[config.mk]
export PLATFORM = sky130hd
export DESIGN_NAME = cr16_host_mem
export DESIGN_NICKNAME = d
export VERILOG_FILES = /design/src/common/cr16_pkg.sv /design/src/logic/cr16_host_mem.sv
export SDC_FILE = /design/constraint.sdc
export NUM_CORES = 2
export LEC_CHECK = 0
export BUFFER_PORTS_ARGS = -buffer_cell sky130_fd_sc_hd__buf_2
export CAP_MARGIN = 5
export CORE_MARGIN = 5
export CORE_UTILIZATION = 46
export DETAILED_ROUTE_END_ITERATION = 6
export PLACE_DENSITY = 0.65
export SYNTH_ARGS = -nofsm -noshare
export SYNTH_HDL_FRONTEND = slang
export SYNTH_SLANG_ARGS = --single-unit
[constraint.sdc]
create_clock -name clk -period 16.04 [get_ports clk]
set_input_delay 0 -clock clk [delete_from_list [all_inputs] [get_ports clk]]
set_output_delay 0 -clock clk [all_outputs]
set_load 0.05 [all_outputs]
[src/common/cr16_pkg.sv]
// cr16 shared definitions
`default_nettype none

package cr16_pkg;

    // alu operation codes, shared by opcode and ext fields
    typedef enum logic [3:0] {
        ALU_NOP  = 4'b0000,
        ALU_AND  = 4'b0001,
        ALU_OR   = 4'b0010,
        ALU_XOR  = 4'b0011,
        ALU_LSH  = 4'b0100,
        ALU_ADD  = 4'b0101,
        ALU_ADDU = 4'b0110,
        ALU_ADDC = 4'b0111,
        ALU_NOT  = 4'b1000,
        ALU_SUB  = 4'b1001,
        ALU_SUBC = 4'b1010,
        ALU_CMP  = 4'b1011,
        ALU_ASHU = 4'b1100,
        ALU_MOV  = 4'b1101
    } alu_op_t;

    localparam logic [3:0] OPC_REG  = 4'b0000; // register class, ext picks the op
    localparam logic [3:0] OPC_HALT = 4'b1111;
    localparam logic [3:0] EXT_LOAD = 4'b1110; // rd <= mem[rs]
    localparam logic [3:0] EXT_STOR = 4'b1111; // mem[rs] <= rd

    typedef struct packed {
        logic [3:0] opcode;
        logic [3:0] rd;
        logic [3:0] ext;
        logic [3:0] rs;
    } instr_reg_t;

    typedef struct packed {
        logic [3:0] opcode;
        logic [3:0] rd;
        logic [7:0] imm;      // sign extended to 16 bits on use
    } instr_imm_t;

    // one fetched word, read either way
    typedef union packed {
        instr_reg_t r;
        instr_imm_t i;
    } instr_t;

    typedef struct packed {
        logic z;              // equal
        logic l;              // unsigned below
        logic n;              // signed below
        logic c;              // carry / borrow
        logic f;              // signed overflow
    } flags_t;

    typedef struct packed {
        logic        en;
        logic        we;
        logic [9:0]  addr;
        logic [15:0] wdata;
    } mem_req_t;

    typedef struct packed {
        logic        psel;
        logic        penable;
        logic        pwrite;
        logic [9:0]  paddr;   // word address
        logic [15:0] pwdata;
    } apb_req_t;

    typedef struct packed {
        logic [15:0] prdata;
        logic        pready;
        logic        pslverr;
    } apb_rsp_t;

    localparam logic [9:0] MEM_TOP   = 10'h1FF; // end of memory window
    localparam logic [9:0] CTRL_ADDR = 10'h200; // w: bit0 start, r: {flags, running}
    localparam logic [9:0] REGS_BASE = 10'h300; // general registers, read only
    localparam logic [9:0] REGS_LAST = 10'h30F;

endpackage

`default_nettype wire

[src/logic/cr16_host_mem.sv]
// cr16 APB host port and memory
`timescale 1ns/1ns
`default_nettype none

module cr16_host_mem #(
    parameter int MEM_AW = 8
) (
    input  logic               clk,
    input  logic               reset,
    input  cr16_pkg::apb_req_t apb,
    output cr16_pkg::apb_rsp_t apb_rsp,
    input  cr16_pkg::mem_req_t core_mem,
    output logic [15:0]        mem_rdata,
    output logic               start,
    input  logic               halted,
    input  cr16_pkg::flags_t   flags,
    output logic [3:0]         host_ra,
    input  logic [15:0]        host_rdata
);
    import cr16_pkg::*;

    localparam logic [9:0] MEM_WORDS = 10'(2**MEM_AW);

    logic [15:0]       mem [2**MEM_AW];
    logic              run_q;          // core owns memory while set
    logic [9:0]        addr_q;         // address captured in setup
    logic              setup;
    logic              access;
    logic              is_mem;
    logic              is_ctrl;
    logic              is_regs;
    logic              err;
    logic              wr_ok;
    logic              start_req;
    logic              p_en;
    logic              p_we;
    logic [MEM_AW-1:0] p_addr;
    logic [15:0]       p_wdata;

    assign setup  = apb.psel & ~apb.penable;
    assign access = apb.psel & apb.penable;

    assign is_mem  = (addr_q <= MEM_TOP) && (addr_q < MEM_WORDS);
    assign is_ctrl = (addr_q == CTRL_ADDR);
    assign is_regs = (addr_q >= REGS_BASE) && (addr_q <= REGS_LAST);

    assign err = ~(is_mem | is_ctrl | is_regs)      // unmapped or unpopulated
               | (is_regs & apb.pwrite)             // registers are read only
               | ((is_mem | is_regs) & run_q);      // busy while core runs

    assign wr_ok     = access & apb.pwrite & is_mem & ~run_q;
    assign start_req = access & apb.pwrite & is_ctrl & apb.pwdata[0] & ~run_q;
    assign host_ra   = addr_q[3:0];

    // single memory port, core has it whenever running
    always_comb begin
        if (run_q) begin
            p_en    = core_mem.en;
            p_we    = core_mem.we;
            p_addr  = core_mem.addr[MEM_AW-1:0];
            p_wdata = core_mem.wdata;
        end else begin
            p_en    = setup | wr_ok;               // read ahead in setup
            p_we    = wr_ok;
            p_addr  = wr_ok ? addr_q[MEM_AW-1:0] : apb.paddr[MEM_AW-1:0];
            p_wdata = apb.pwdata;
        end
    end

    always_ff @(posedge clk) begin
        if (p_en) begin
            if (p_we)
                mem[p_addr] <= p_wdata;
            else
                mem_rdata <= mem[p_addr];          // registered read
        end
    end

    always_comb begin
        apb_rsp.prdata  = '0;
        apb_rsp.pready  = 1'b1;                    // no wait states
        apb_rsp.pslverr = access & err;
        if (access & ~err) begin
            if (is_ctrl)
                apb_rsp.prdata = {10'b0, flags.f, flags.c, flags.n, flags.l, flags.z, run_q};
            else if (is_regs)
                apb_rsp.prdata = host_rdata;
            else
                apb_rsp.prdata = mem_rdata;
        end
    end

    always_ff @(posedge clk or negedge reset) begin
        if (!reset) begin
            start  <= 1'b0;
            run_q  <= 1'b0;
            addr_q <= '0;
        end else begin
            start <= start_req;                    // one cycle pulse
            if (start_req)
                run_q <= 1'b1;
            else if (halted & ~start)              // core still idle during the pulse
                run_q <= 1'b0;
            if (setup)
                addr_q <= apb.paddr;
        end
    end

endmodule

`default_nettype wire

==> summary.md <==
| Metric | Value |
|---|---|
| Status | `completed` |
| Synth warn | `0` |
| Slew HR | `10.9%` |
| Worst path slowest cell | `dfrtp_4` |
| Setup CP Type | `reg -> reg` |
| Fillers | `27000` |
| Die height | `600 um` |
| Post-DP HPWL | `241 mm` |
| Die width | `600 um` |
| Core Util, Final | `52.2%` |
| Post-Synth Adder-Cell Area | `0%` |
| CTS tree | `done` |
| Slew Limit Fails | `0` |
| Core Footprint | `0.346 mm2` |
| CP dominant cell by count | `buf_4` |
| Post-CTS Setup Bufs | `0` |
| Syn Area/Cell | `16.7 um2` |
| Simple-Gate Fraction of Synth Area | `5.14%` |
| Wire length per cell | `29.1 um` |
| Post-synth top cells | `4112 x edfxtp_1, 1239 x nand2_1, 558 x a21oi_1` |
| Crit path launch type | `register` |
| Clock share of power | `40.3%` |
| Post_cts resized | `0` |
| Critical path required time | `16.65 ns` |
| First-pass GRT wire length | `619 mm` |
| Clock transition at path regs | `0.06 ns` |
| # nets final | `9976` |
| Min-Delay Path Class | `in -> reg` |
| Initial antenna violation count | `16` |
| Fmax | `129 MHz` |
| Placed insts | `14000` |
| Worst slew pin tran | `1.34 ns` |
| Net Sw Frac | `22.6%` |
| Final clock skew | `0.0592 ns` |
| Number of global-route vias before repair | `88400` |
| Final worst path period need | `7.78 ns` |
| Synth top area share | `77.2%` |
| Clock Sinks | `4124` |
| Sequential share of power | `51.7%` |
| Most used DFF post-synth | `edfxtp_1` |
| Delay-heaviest family, CP | `buffers and inverters` |
| Clock Tree Buf Depth | `4` |
| Type of destination of the critical path | `register` |
| Compound-cell area share of the yosys netlist | `7.63%` |
| DRC viols | `0` |
| Finished Cell Area | `0.181 mm2` |
| Largest net degree at the start of global routing | `209` |
| DRT antenna net count | `0` |
| Unrepaired setup endpoints after global routing | `no` |
| CP Max Fanout | `69` |
| Number of detailed-route iterations in the first pass | `6` |
| Area of the die | `0.359 mm2` |
| Max-cap violation count | `0` |
| Pleak | `59.1 nW` |
| CTS buffer count | `400` |
| Largest family of logic cells by synthesized area | `multiplexers` |
| Total gr overflow | `0` |
| I/O pin total | `120` |
| Latest clock arrival within the worst-skew pair | `0.91 ns` |
| Synth Area in XOR/XNOR | `0%` |
| Hold Vio Cnt, Final | `0` |
| Crit path largest cell delay | `1.00 ns` |
| Net Sw Power | `5.20 mW` |
| 1st-iter DRT viols | `11400` |
| Root Driver | `clkbuf_16` |
| Combinational share of power | `8.0%` |
| I/O Buffers | `116` |
| Setup TNS Final | `0 ns` |
| H-tree levels | `5` |
| Gr usage total | `23.5%` |
| Worst vdd rail ir drop | `0.119 mV` |
| Critical Path AT | `8.39 ns` |
| Most common cell in the netlist | `edfxtp_1` |
| Final Cycle Share | `48.5%` |
| Buf/Inv on CP | `3` |
| Crit path cell chain | `a22oi_2 -> nand2_4 -> buf_4 -> buf_4 -> buf_4 -> mux2i_1 -> o22ai_1 -> nor4_1 -> a31oi_1 -> nor2_1 -> nand4_1` |
| Vias/cell | `6.16` |
| Mapped Area | `0.160 mm2` |
| Power per cell area | `127 mW/mm2` |
| Synth cell types | `58` |
| Ratio of cells with drive above 1 in the final layout | `14.6%` |
| Seq/Total Area, Yosys | `77.4%` |
| Row cnt | `216` |
| Post-Syn Nets | `9633` |
| Vias | `91200` |
| Multiplexer area fraction after synthesis | `7.79%` |
| Initial core utilization | `46.2%` |
| Gate Count Post-Synth | `9552` |
| Flops & latches, synth | `4124` |
| Leading area contributor after synthesis | `edfxtp_1` |
| RePlAce Congestion | `0.855` |
| Final setup viols | `0` |
| Asr flop ratio synth | `0.291%` |
| Synth top area cells | `edfxtp_1 77%, mux4_2 4.3%, mux2i_1 3.3%` |
| Final Non-Filler Cells | `14800` |
| Synthesis-to-layout area growth | `13.0%` |
| P_int | `17.8 mW` |
| Placed inst area | `0.167 mm2` |
| Final wirelength | `431 mm` |
| Number of synthesized flops with an enable pin | `4112` |
-- placed cells by master, fill, tap and decap left out, drive strengths merged, types with 4 or more instances in the layout --
cell type	instances
a211oi	14
bufinv	44
clkinv	157
edfxtp	4112
a2111oi	121
a32oi	102
nor3	129
a31oi	83
nor4	70
mux4	303
mux2	25
clkbuf	489
a221o	14
nand3	125
a311oi	125
clkinvlp	20
o211ai	16
and3	5
nor2	315
o21ai	84
dfrtp	12
inv	132
a22oi	377
diode	9
buf	535
a22o	22
o22ai	253
and2	4
a221oi	39
nand2	1239
nand4	73
dlygate4sd3	55
mux2i	533
a21oi	558
-- cell type report --
type                    count  area [um2]  area share, %
multi-input cells        4653       33400           18.5
diodes                      9        22.5         0.0125
repair buffers            590        4480           2.48
well taps                4578        5730           3.17
flip-flops and latches   4124      124000           68.5
clock inverters           227        2300           1.27
inverters                 126         473          0.262
clock buffers             489       10500           5.81
-- power groups by stage --
stage | Clock (mW) | Sequential (mW) | Combinational, mW
2_1_floorplan | 0 | 12.1 | 1.14
3_3_place_gp | 0 | 12.1 | 1.75
3_5_place_dp | 0 | 12.1 | 1.79
4_1_cts | 9.36 | 11.9 | 1.81
5_1_grt | 9.83 | 11.9 | 1.93
6_report | 9.26 | 11.9 | 1.83
-- metal layers --
metal  wire, um  GRT usage, %  up-vias
met2     204000          37.1     4780
met1     167000          32.7    46900
met3      41300          4.25      805
li1           -             -    38700
met4      18400          9.04        2
met5         53             0        -
-- per-stage QoR --
stage | hold WS [ns] | setup slack [ns] | power (mW)
detailed placement | -0.106 | 8.32 | 13.9
CTS | 0.00684 | 8.27 | 23.1
floorplan | -0.296 | 10.51 | 13.3
finish | 0.0420 | 8.26 | 23.0
global placement | -0.112 | 8.39 | 13.9
global route | 0.0309 | 8.11 | 23.6
-- registers in the layout (all words and copies together) (netlist names) --
name	count
mem	4096
mem_rdata	16
addr_q	10
run_q	1
start	1
-- worst paths after layout --
kind                              startpoint            end  slack, ns  depth (start not counted)
worst max-delay path                   run_q  mem_rdata[11]       8.26                         11
worst min-delay path            core_mem[15]   mem[158][15]       0.04                          2
worst min register to register   mem[78][14]  mem_rdata[14]       0.86                          6
min in group asynchronous              reset      addr_q[3]       0.18                          3
max in group asynchronous              reset          run_q      15.42                          3
worst max register to register         run_q  mem_rdata[11]       8.26                         11
-- what timing repair did --
action / in CTS / in global routing
hold endpoints to repair: 455 / 0
hold buffers: 59 / 0
endpoints found under the setup margin: 0 / 0
-- logic make-up (layout without fill, tap and decap cells) --
kind of cell / count (synthesis) / after routing
and+or+nand+nor: 1971 / 1971
DFF: 4124 / 4124
buffers and inverters: 775 / 1432
other: 1 / 10
muxes: 861 / 861
AOI/OAI and AO/OA: 1820 / 1820
No activity file was read; power rests on OpenSTA's default activity.
