File: src/common/cr16_pkg.sv
// cr16 shared definitions
`default_nettype none

package cr16_pkg;

    // alu operation codes, shared by opcode and ext fields
    typedef enum logic [3:0] {
        ALU_NOP  = 4'b0000,
        ALU_AND  = 4'b0001,
        ALU_OR   = 4'b0010,
        ALU_XOR  = 4'b0011,
        ALU_LSH  = 4'b0100,
        ALU_ADD  = 4'b0101,
        ALU_ADDU = 4'b0110,
        ALU_ADDC = 4'b0111,
        ALU_NOT  = 4'b1000,
        ALU_SUB  = 4'b1001,
        ALU_SUBC = 4'b1010,
        ALU_CMP  = 4'b1011,
        ALU_ASHU = 4'b1100,
        ALU_MOV  = 4'b1101
    } alu_op_t;

    localparam logic [3:0] OPC_REG  = 4'b0000; // register class, ext picks the op
    localparam logic [3:0] OPC_HALT = 4'b1111;
    localparam logic [3:0] EXT_LOAD = 4'b1110; // rd <= mem[rs]
    localparam logic [3:0] EXT_STOR = 4'b1111; // mem[rs] <= rd

    typedef struct packed {
        logic [3:0] opcode;
        logic [3:0] rd;
        logic [3:0] ext;
        logic [3:0] rs;
    } instr_reg_t;

    typedef struct packed {
        logic [3:0] opcode;
        logic [3:0] rd;
        logic [7:0] imm;      // sign extended to 16 bits on use
    } instr_imm_t;

    // one fetched word, read either way
    typedef union packed {
        instr_reg_t r;
        instr_imm_t i;
    } instr_t;

    typedef struct packed {
        logic z;              // equal
        logic l;              // unsigned below
        logic n;              // signed below
        logic c;              // carry / borrow
        logic f;              // signed overflow
    } flags_t;

    typedef struct packed {
        logic        en;
        logic        we;
        logic [9:0]  addr;
        logic [15:0] wdata;
    } mem_req_t;

    typedef struct packed {
        logic        psel;
        logic        penable;
        logic        pwrite;
        logic [9:0]  paddr;   // word address
        logic [15:0] pwdata;
    } apb_req_t;

    typedef struct packed {
        logic [15:0] prdata;
        logic        pready;
        logic        pslverr;
    } apb_rsp_t;

    localparam logic [9:0] MEM_TOP   = 10'h1FF; // end of memory window
    localparam logic [9:0] CTRL_ADDR = 10'h200; // w: bit0 start, r: {flags, running}
    localparam logic [9:0] REGS_BASE = 10'h300; // general registers, read only
    localparam logic [9:0] REGS_LAST = 10'h30F;

endpackage

`default_nettype wire

File: src/control/cr16_control.sv
// cr16 control and decode FSM
`timescale 1ns/1ns
`default_nettype none

module cr16_control #(
    parameter int MEM_AW = 8
) (
    input  logic                clk,
    input  logic                reset,
    input  logic                start,
    output logic                halted,
    output cr16_pkg::mem_req_t  core_mem,
    input  logic [15:0]         mem_rdata,
    output logic [3:0]          ra_idx,
    output logic [3:0]          rb_idx,
    input  logic [15:0]         rdata_a,
    input  logic [15:0]         rdata_b,
    output logic                reg_we,
    output logic [3:0]          reg_widx,
    output logic [15:0]         reg_wdata,
    output cr16_pkg::alu_op_t   alu_op,
    output logic [15:0]         alu_a,
    output logic [15:0]         alu_b,
    output logic                alu_go,
    input  logic [15:0]         alu_result
);
    import cr16_pkg::*;

    typedef enum logic [2:0] {S0, S1, S2, S3, S4, S5, S_HALT} state_t;

    state_t            state;
    state_t            next_state;
    logic [MEM_AW-1:0] pc;
    instr_t            ir;            // held instruction
    instr_t            fetched;       // word arriving in S1
    logic              is_reg_form;
    logic [3:0]        op_code;
    logic [15:0]       imm_sext;
    logic [9:0]        data_addr;     // load/store address from rs

    assign fetched     = mem_rdata;
    assign is_reg_form = (ir.r.opcode == OPC_REG);
    assign op_code     = is_reg_form ? ir.r.ext : ir.r.opcode;
    assign imm_sext    = {{8{ir.i.imm[7]}}, ir.i.imm};
    assign data_addr   = {{(10-MEM_AW){1'b0}}, rdata_b[MEM_AW-1:0]};

    assign ra_idx  = ir.r.rd;          // a side is always rd
    assign rb_idx  = ir.r.rs;
    assign alu_op  = alu_op_t'(op_code);
    assign alu_a   = rdata_a;
    assign alu_b   = is_reg_form ? rdata_b : imm_sext;
    assign halted  = (state == S_HALT);

    always_comb begin
        case (state)
            S0: next_state = S1;
            S1: begin
                if (fetched.r.opcode == OPC_HALT)
                    next_state = S_HALT;
                else if (fetched.r.opcode == OPC_REG && fetched.r.ext == EXT_LOAD)
                    next_state = S4;
                else if (fetched.r.opcode == OPC_REG && fetched.r.ext == EXT_STOR)
                    next_state = S3;
                else
                    next_state = S2;                 // alu op, reg or imm form
            end
            S2, S3, S5: next_state = S0;
            S4:         next_state = S5;
            S_HALT:     next_state = start ? S0 : S_HALT;
            default:    next_state = S_HALT;
        endcase
    end

    always_comb begin
        core_mem  = '0;                              // no request by default
        reg_we    = 1'b0;
        reg_widx  = ir.r.rd;
        reg_wdata = alu_result;
        alu_go    = 1'b0;
        case (state)
            S0: begin
                core_mem.en   = 1'b1;                // instruction fetch
                core_mem.addr = {{(10-MEM_AW){1'b0}}, pc};
            end
            S2: begin
                alu_go = 1'b1;
                reg_we = (op_code != ALU_CMP) && (op_code != ALU_NOP); // cmp only sets flags
            end
            S3: begin
                core_mem.en    = 1'b1;
                core_mem.we    = 1'b1;
                core_mem.addr  = data_addr;
                core_mem.wdata = rdata_a;            // store rd
            end
            S4: begin
                core_mem.en   = 1'b1;
                core_mem.addr = data_addr;
            end
            S5: begin
                reg_we    = 1'b1;
                reg_wdata = mem_rdata;               // load data back into rd
            end
            default: ;
        endcase
    end

    always_ff @(posedge clk or negedge reset) begin
        if (!reset) begin
            state <= S_HALT;
            pc    <= '0;
        end else begin
            state <= next_state;
            if (state == S_HALT && start)
                pc <= '0;                            // every run starts at word 0
            else if (state == S0)
                pc <= pc + 1'b1;
        end
    end

    always_ff @(posedge clk) begin
        if (state == S1)
            ir <= fetched;
    end

endmodule

`default_nettype wire

File: config.mk
export PLATFORM = sky130hd
export DESIGN_NAME = cr16_control
export DESIGN_NICKNAME = d
export VERILOG_FILES = /design/src/common/cr16_pkg.sv /design/src/control/cr16_control.sv
export SDC_FILE = /design/constraint.sdc
export NUM_CORES = 1
export LEC_CHECK = 0
export ABC_CLOCK_PERIOD_IN_PS = 6300
export BUFFER_PORTS_ARGS = -buffer_cell sky130_fd_sc_hd__buf_2
export CAP_MARGIN = 25
export CORE_UTILIZATION = 37
export CTS_CLUSTER_DIAMETER = 120
export DETAILED_ROUTE_END_ITERATION = 12
export PLACE_DENSITY = 0.76
export SLEW_MARGIN = 20
export SYNTH_ARGS = -nofsm -noshare
export SYNTH_HDL_FRONTEND = slang
export SYNTH_SLANG_ARGS = --single-unit
File: constraint.sdc
create_clock -name clk -period 6.3 [get_ports clk]
set_input_delay 1.89 -clock clk [delete_from_list [all_inputs] [get_ports clk]]
set_output_delay 1.89 -clock clk [all_outputs]
set_load 0.05 [all_outputs]
==> reports/qor.txt, run 1 <==
status: finished clean
Worst EP required: 4.41 ns
CTS tree: yes
Worst Hold Class: flop to flop
DRC Markers: 0
drt total wl: 5810 um
antenna diode count: 0
gp weighted congestion: 0.772
Setup CP Type: input port to output pin
vias per cell: 4.86
nets: 418
PwrDens: 546 nW/um^2
Syn. warnings: 0
clock transition at the registers of the reported paths: 0.09 ns
Layout area overhead: 31.6%
CP Max Fanout: 3
Clock Latency Late Sink: 0.27 ns
EDFF count, synth: 16
CP endpoint kind: output pin
Post-DP HPWL: 4730 um
Root Driver: clkbuf_8
P_leak: 1.37 nW
GRT overflow: 0
pin count of the biggest net entering global routing: 25
Tot Pwr: 1.50 mW
clock tree sinks: 27
ys async rst share: 40.7%
Final min period: 4.44 ns
Critical Path AT: 2.55 ns
routed wire length per instance: 13.8 um
Critical-path top delay cell: buf_2
first-pass GRT wire length: 8870 um
initial antenna violation count: 0
Die Height: 77.2 um
layout cells sized above 1: 56.4%
VDD IR max: 0.000293 V
DIE WIDTH: 77.2 um
post_cts resized: 0
f_max: 225 MHz
Post-Synthesis Cells: 225
Seq/Total Area, Yosys: 36.3%
Final Slew Violations: 0
number of library cell types mapped by synthesis: 40
IO Count: 162
Hold-fix buffers, CTS: 0
CP bufs+invs: 2
Setup TNS Final: 0 ns
Num CTS Buffers: 3
Critical Path, Cell by Cell: buf_2 > mux2i_1 > o21ai_0 > buf_2
Top FF cell, synth: edfxtp_1
met2 wire length: 2980 um
most frequent cells in the layout: 159 x buf_2, 32 x nand2_1, 22 x mux2_2
synthesized area: 2090 um^2
slew margin rel.: 34.3%
post-route ant nets: 0
Highest Signal Layer: met4
length of routed wiring on met1: 2430 um
RSZ-0062 raised after global routing: false
# Post-CTS Setup Buffers: 0
number of global-route vias before repair: 1826
core area: 5470 um^2
skew final: 0.00283 ns
cell repeated most along the worst path: buf_2
initial detailed-routing violation count: 48
CP startpoint kind: input port
clock buffer depth: 2
row cnt: 27
Die Area: 5960 um^2
vias: 2047
# port buffers: 159
Total GRT Usage: 18.8%
drt pass-1 iters: 4
CTS H-Tree Depth: 1
Worst path max stage delay: 0.30 ns
met3 wire len: 348 um
max-capacitance violation count: 0
Final Cycle Share: 70.5%
Worst-Margin Slew: 0.977 ns
post-synthesis register bit count: 27
Worst path top cell family by delay: buffers and inverters
Initial Utilization: 38.2%
Final Hold Fails: 0
Final setup violation count: 0
commonest non-fill, non-tap cell in the layout: buf_2
Syn Area/Cell: 9.29 um^2
[final cells by class]
type	instances	area (um^2)
fill	535	2720
multi-input combinational	152	1030
timing repair buffer	160	803
sequential	27	758
tap	72	90.1
clock buffer	3	41.3
inverter	6	22.5
clock inverter	1	5.00
[synth_stat cells, types with 3 or more instances]
cell type  instances  share of area, %
nand2_1           32               5.7
buf_4             30                11
mux2_2            22                12
and2_1            18               5.4
edfxtp_1          16                23
o21ai_0           15               3.6
dfrtp_1            9                11
nor2_1             9               1.6
buf_2              7               1.7
mux2i_1            7               3.4
inv_1              6               1.1
xor2_1             6               2.5
nand3_1            4              0.96
nor2b_1            4               1.2
a31o_2             3               1.3
clkbuf_1           3              0.54
[state kept, by name, summed over array words and instances (netlist names)]
name / count
ir: 16
pc: 8
state: 3
[through the flow]
step / std cells / util, % / hold WS (ns) / instance area, um^2 / setup WS, ns
floorplan: 226 / - / 0.504 / 2090 / 1.38
global placement: 417 / 49.4 / 0.530 / 2710 / 1.87
detailed placement: 417 / 49.4 / 0.536 / 2710 / 1.85
CTS: 421 / 50.3 / 0.562 / 2750 / 1.85
global route: 421 / 50.3 / 0.607 / 2750 / 1.77
finish: 421 / 50.3 / 0.550 / 2750 / 1.86
[path summary, 6_finish.rpt]
kind | start | to | slack [ns] | cells after the start
worst max-delay path | rdata_b[5] | core_mem[21] | 1.86 | 4
worst min-delay path | pc[7] | pc[7] | 0.55 | 2
worst max register to register | state[0] | ir[3] | 4.44 | 3
worst min register to register | pc[7] | pc[7] | 0.55 | 2
max in group asynchronous | reset | state[1] | 4.57 | 1
min in group asynchronous | reset | pc[6] | 1.47 | 1
[worst reg2reg max path, delay by kind of cell (launching register included)]
family	cells	cell delay, ns
AND/OR/NAND/NOR	2	0.45
buffers and inverters	1	0.47
flip-flops	1	0.58
[report_power, final]
part / total, mW / internal [mW] / leakage [nW] / switching [mW]
Sequential: 0.367 / 0.274 / 0.274 / 0.0930
Combinational: 1.04 / 0.255 / 1.07 / 0.781
Clock: 0.100 / 0.0444 / 0.0255 / 0.0555
Total: 1.50 / 0.573 / 1.37 / 0.929
[routing by layer]
metal	vias up	track usage (%)
met2	104	35.3
met3	4	2.14
met4	0	4.53
met1	951	22.5
met5	-	0
li1	988	-
[cell families after synthesis]
| family | count (synthesis) | share of synthesized area (%) |
|---|---|---|
| and+or+nand+nor | 87 | 22.7 |
| buffers and inverters | 47 | 14.6 |
| muxes | 29 | 15.2 |
| AOI/OAI and AO/OA | 27 | 7.96 |
| DFF | 27 | 36.3 |
| xor gates and xnor gates | 6 | 2.51 |
| adders and majority gates | 1 | 0.598 |
| other | 1 | 0.179 |
Power figures use the tool's default switching activity.
==> run 2: changes to the inputs <==
- ABC_AREA: not set -> 1
- ABC_CLOCK_PERIOD_IN_PS: 6300 -> 3650
- CORE_UTILIZATION: 37 -> 36
- PLACE_DENSITY: 0.76 -> 0.77
- clock period: 6.3 -> 3.65 ns (I/O delays scaled with it)
==> reports/qor.txt, run 2 <==
drt pass-1 iters: 4 (unchanged)
initial antenna violation count: 0 (unchanged)
final cell count without fillers: 481 (was 421)
Initial Utilization: 37.6% (was 38.2%)
Final setup violation count: 0 (unchanged)
worst hold slack: 0.529 ns (was 0.550 ns)
# port buffers: 159 (unchanged)
first-pass GRT wire length: 8180 um (was 8870 um)
max reg flops: 16 (unchanged)
IO Count: 162 (unchanged)
skew final: 0.0168 ns (was 0.00283 ns)
Worst Hold Class: flop to flop (unchanged)
Setup TNS Final: 0 ns (unchanged)
post-route ant nets: 0 (unchanged)
number of library cell types mapped by synthesis: 28 (was 40)
Register Area: 758 um^2 (unchanged)
GRT overflow: 0 (unchanged)
post_cts resized: 0 (unchanged)
DRC Markers: 0 (unchanged)
Reg with most FFs: ir (unchanged)
Area contributors post-synth: edfxtp_1 23%, buf_4 11%, dfrtp_1 11% (was edfxtp_1 23%, mux2_2 12%, buf_4 11%)
commonest cells in the netlist: 55 x nand2_1, 48 x inv_1, 32 x nor2_1 (was 32 x nand2_1, 30 x buf_4, 22 x mux2_2)
Critical Path AT: 2.15 ns (was 2.55 ns)
slew margin rel.: 51.2% (was 34.3%)
# Post-CTS Setup Buffers: 0 (unchanged)
Top FF cell, synth: edfxtp_1 (unchanged)
VDD IR max: 0.000437 V (was 0.000293 V)
Clock Latency Late Sink: 0.27 ns (about the same)
Root Driver: clkbuf_8 (unchanged)
most frequent cells in the layout: 159 x buf_2, 55 x nand2_1, 48 x inv_1 (was 159 x buf_2, 32 x nand2_1, 22 x mux2_2)
gp weighted congestion: 0.846 (was 0.772)
Placed Instances: 477 (was 417)
pin count of the biggest net entering global routing: 23 (was 25)
clock tree sinks: 27 (unchanged)
multi-input logic area: 867 um^2 (was 1030 um^2)
hold depth: 1 (was 2)
Final Cycle Share: 88.8%
most numerous cell in the Yosys netlist: nand2_1 (unchanged)
area leader, netlist: edfxtp_1 (unchanged)
Worst-Margin Slew: 0.729 ns (was 0.977 ns)
CP startpoint kind: flop (was input port)
post-synthesis register bit count: 27 (unchanged)
synthesized area: 2080 um^2 (was 2090 um^2)
post-synth top area share: 23.1% (was 23.0%)
row cnt: 27 (unchanged)
CTS H-Tree Depth: 1 (unchanged)
f_max: 308 MHz
Worst EP required: 2.55 ns (was 4.41 ns)
clock transition at the registers of the reported paths: 0.10 ns (was 0.09 ns)
worst r2r path cells: 4 (was 3)
Tot Pwr: 2.52 mW (was 1.50 mW)
DIE WIDTH: 78.0 um (was 77.2 um)
status: finished clean (unchanged)
CP Max Fanout: 16 (was 3)
initial detailed-routing violation count: 56 (was 48)
CTS tree: yes (unchanged)
Final Hold Fails: 0 (unchanged)
Num CTS Buffers: 3 (unchanged)
Final Slew Violations: 0 (unchanged)
vias per cell: 4.53 (was 4.86)
clock buffer depth: 2 (unchanged)
EDFF count, synth: 16 (unchanged)
antenna diode count: 0 (unchanged)
Seq/Total Area, Yosys: 36.4% (was 36.3%)
commonest non-fill, non-tap cell in the layout: buf_2 (unchanged)
fillcell total: 533 (was 535)
Total GRT Usage: 17.1% (was 18.8%)
layout cells sized above 1: 46.5% (was 56.4%)
number of global-route vias before repair: 1885 (was 1826)
top flop regs: ir x16, pc x8, state x3 (unchanged)
Die Height: 78.0 um (was 77.2 um)
CP endpoint kind: output pin (unchanged)
PwrDens: 912 nW/um^2 (was 546 nW/um^2)
Post-DP HPWL: 4550 um (was 4730 um)
max-capacitance violation count: 0 (unchanged)
routed wire length per instance: 11.3 um (was 13.8 um)
Final min period: 3.24 ns
nets: 478 (was 418)
Syn Area/Cell: 7.43 um^2 (was 9.29 um^2)
ys async rst share: 40.7% (unchanged)
Hold-fix buffers, CTS: 0 (unchanged)
Syn. warnings: 0 (unchanged)
P_leak: 1.67 nW (was 1.37 nW)
Setup CP Type: flop to output pin (was input port to output pin)
Post-Synthesis Cells: 280 (was 225)
RSZ-0062 raised after global routing: false (unchanged)
core area: 5540 um^2 (was 5470 um^2)
Layout area overhead: 33.0% (was 31.6%)
Die Area: 6090 um^2 (was 5960 um^2)
vias: 2178 (was 2047)
drt total wl: 5440 um (was 5810 um)
run 2: worst max-delay path, cell delays in order, from the launching register on:
cell and delay (ns):
edfxtp_1 0.42, nor2_2 0.39, nand2_1 0.39, nand2_1 0.34, o21ai_0 0.12, buf_2 0.22
run 2: worst paths after layout:
check                          from       end  slack, ns
max in group asynchronous     reset  state[1]       2.69
max reg2reg                state[1]     ir[3]       1.86
min                           pc[4]     pc[4]       0.53
max                          ir[13]  alu_b[7]       0.41
min in group asynchronous     reset     pc[0]       0.67
min reg2reg                   pc[4]     pc[4]       0.53
run 2: through the flow:
step	utilization, %	setup WS [ns]	instance area, um^2
floorplan	-	0.158	2080
global placement	49.1	0.788	2720
detailed placement	49.1	0.692	2720
CTS	50.0	0.401	2770
global route	50.0	0.203	2770
finish	50.0	0.407	2770
run 2: cell type report:
| cell class | count | share of cell area, % |
|---|---|---|
| clock buffers | 3 | 1.49 |
| inverters | 52 | 7.05 |
| clock inverters | 1 | 0.181 |
| multi-input cells | 165 | 31.3 |
| well taps | 72 | 3.25 |
| repair buffers | 161 | 29.3 |
| flip-flops and latches | 27 | 27.4 |
run 2: power by group:
group / switching, mW / leakage [nW] / internal (mW)
Clock: 0.0898 / 0.0255 / 0.0764
Combinational: 1.43 / 1.36 / 0.378
Sequential: 0.0881 / 0.280 / 0.466
run 2: routing by layer:
metal	up-vias	GRT usage, %	share of wire (%)
met5	-	0	0
li1	1115	-	-
met3	2	2.21	7.2
met1	943	18.7	41
met2	118	34.6	52
met4	0	3.33	0.53
run 2: kinds of logic (layout without fill, tap and decap cells):
logic type,count (synthesis),in the layout,share of synthesized area (%)
AND/OR/NAND/NOR,120,120,25.1
flip-flops,27,27,36.4
other,1,2,0.180
multiplexers,11,11,7.58
adder cells (fa/ha/maj),1,1,0.601
AO/OA/AOI/OAI,31,31,8.06
buffers and inverters,89,217,22.1
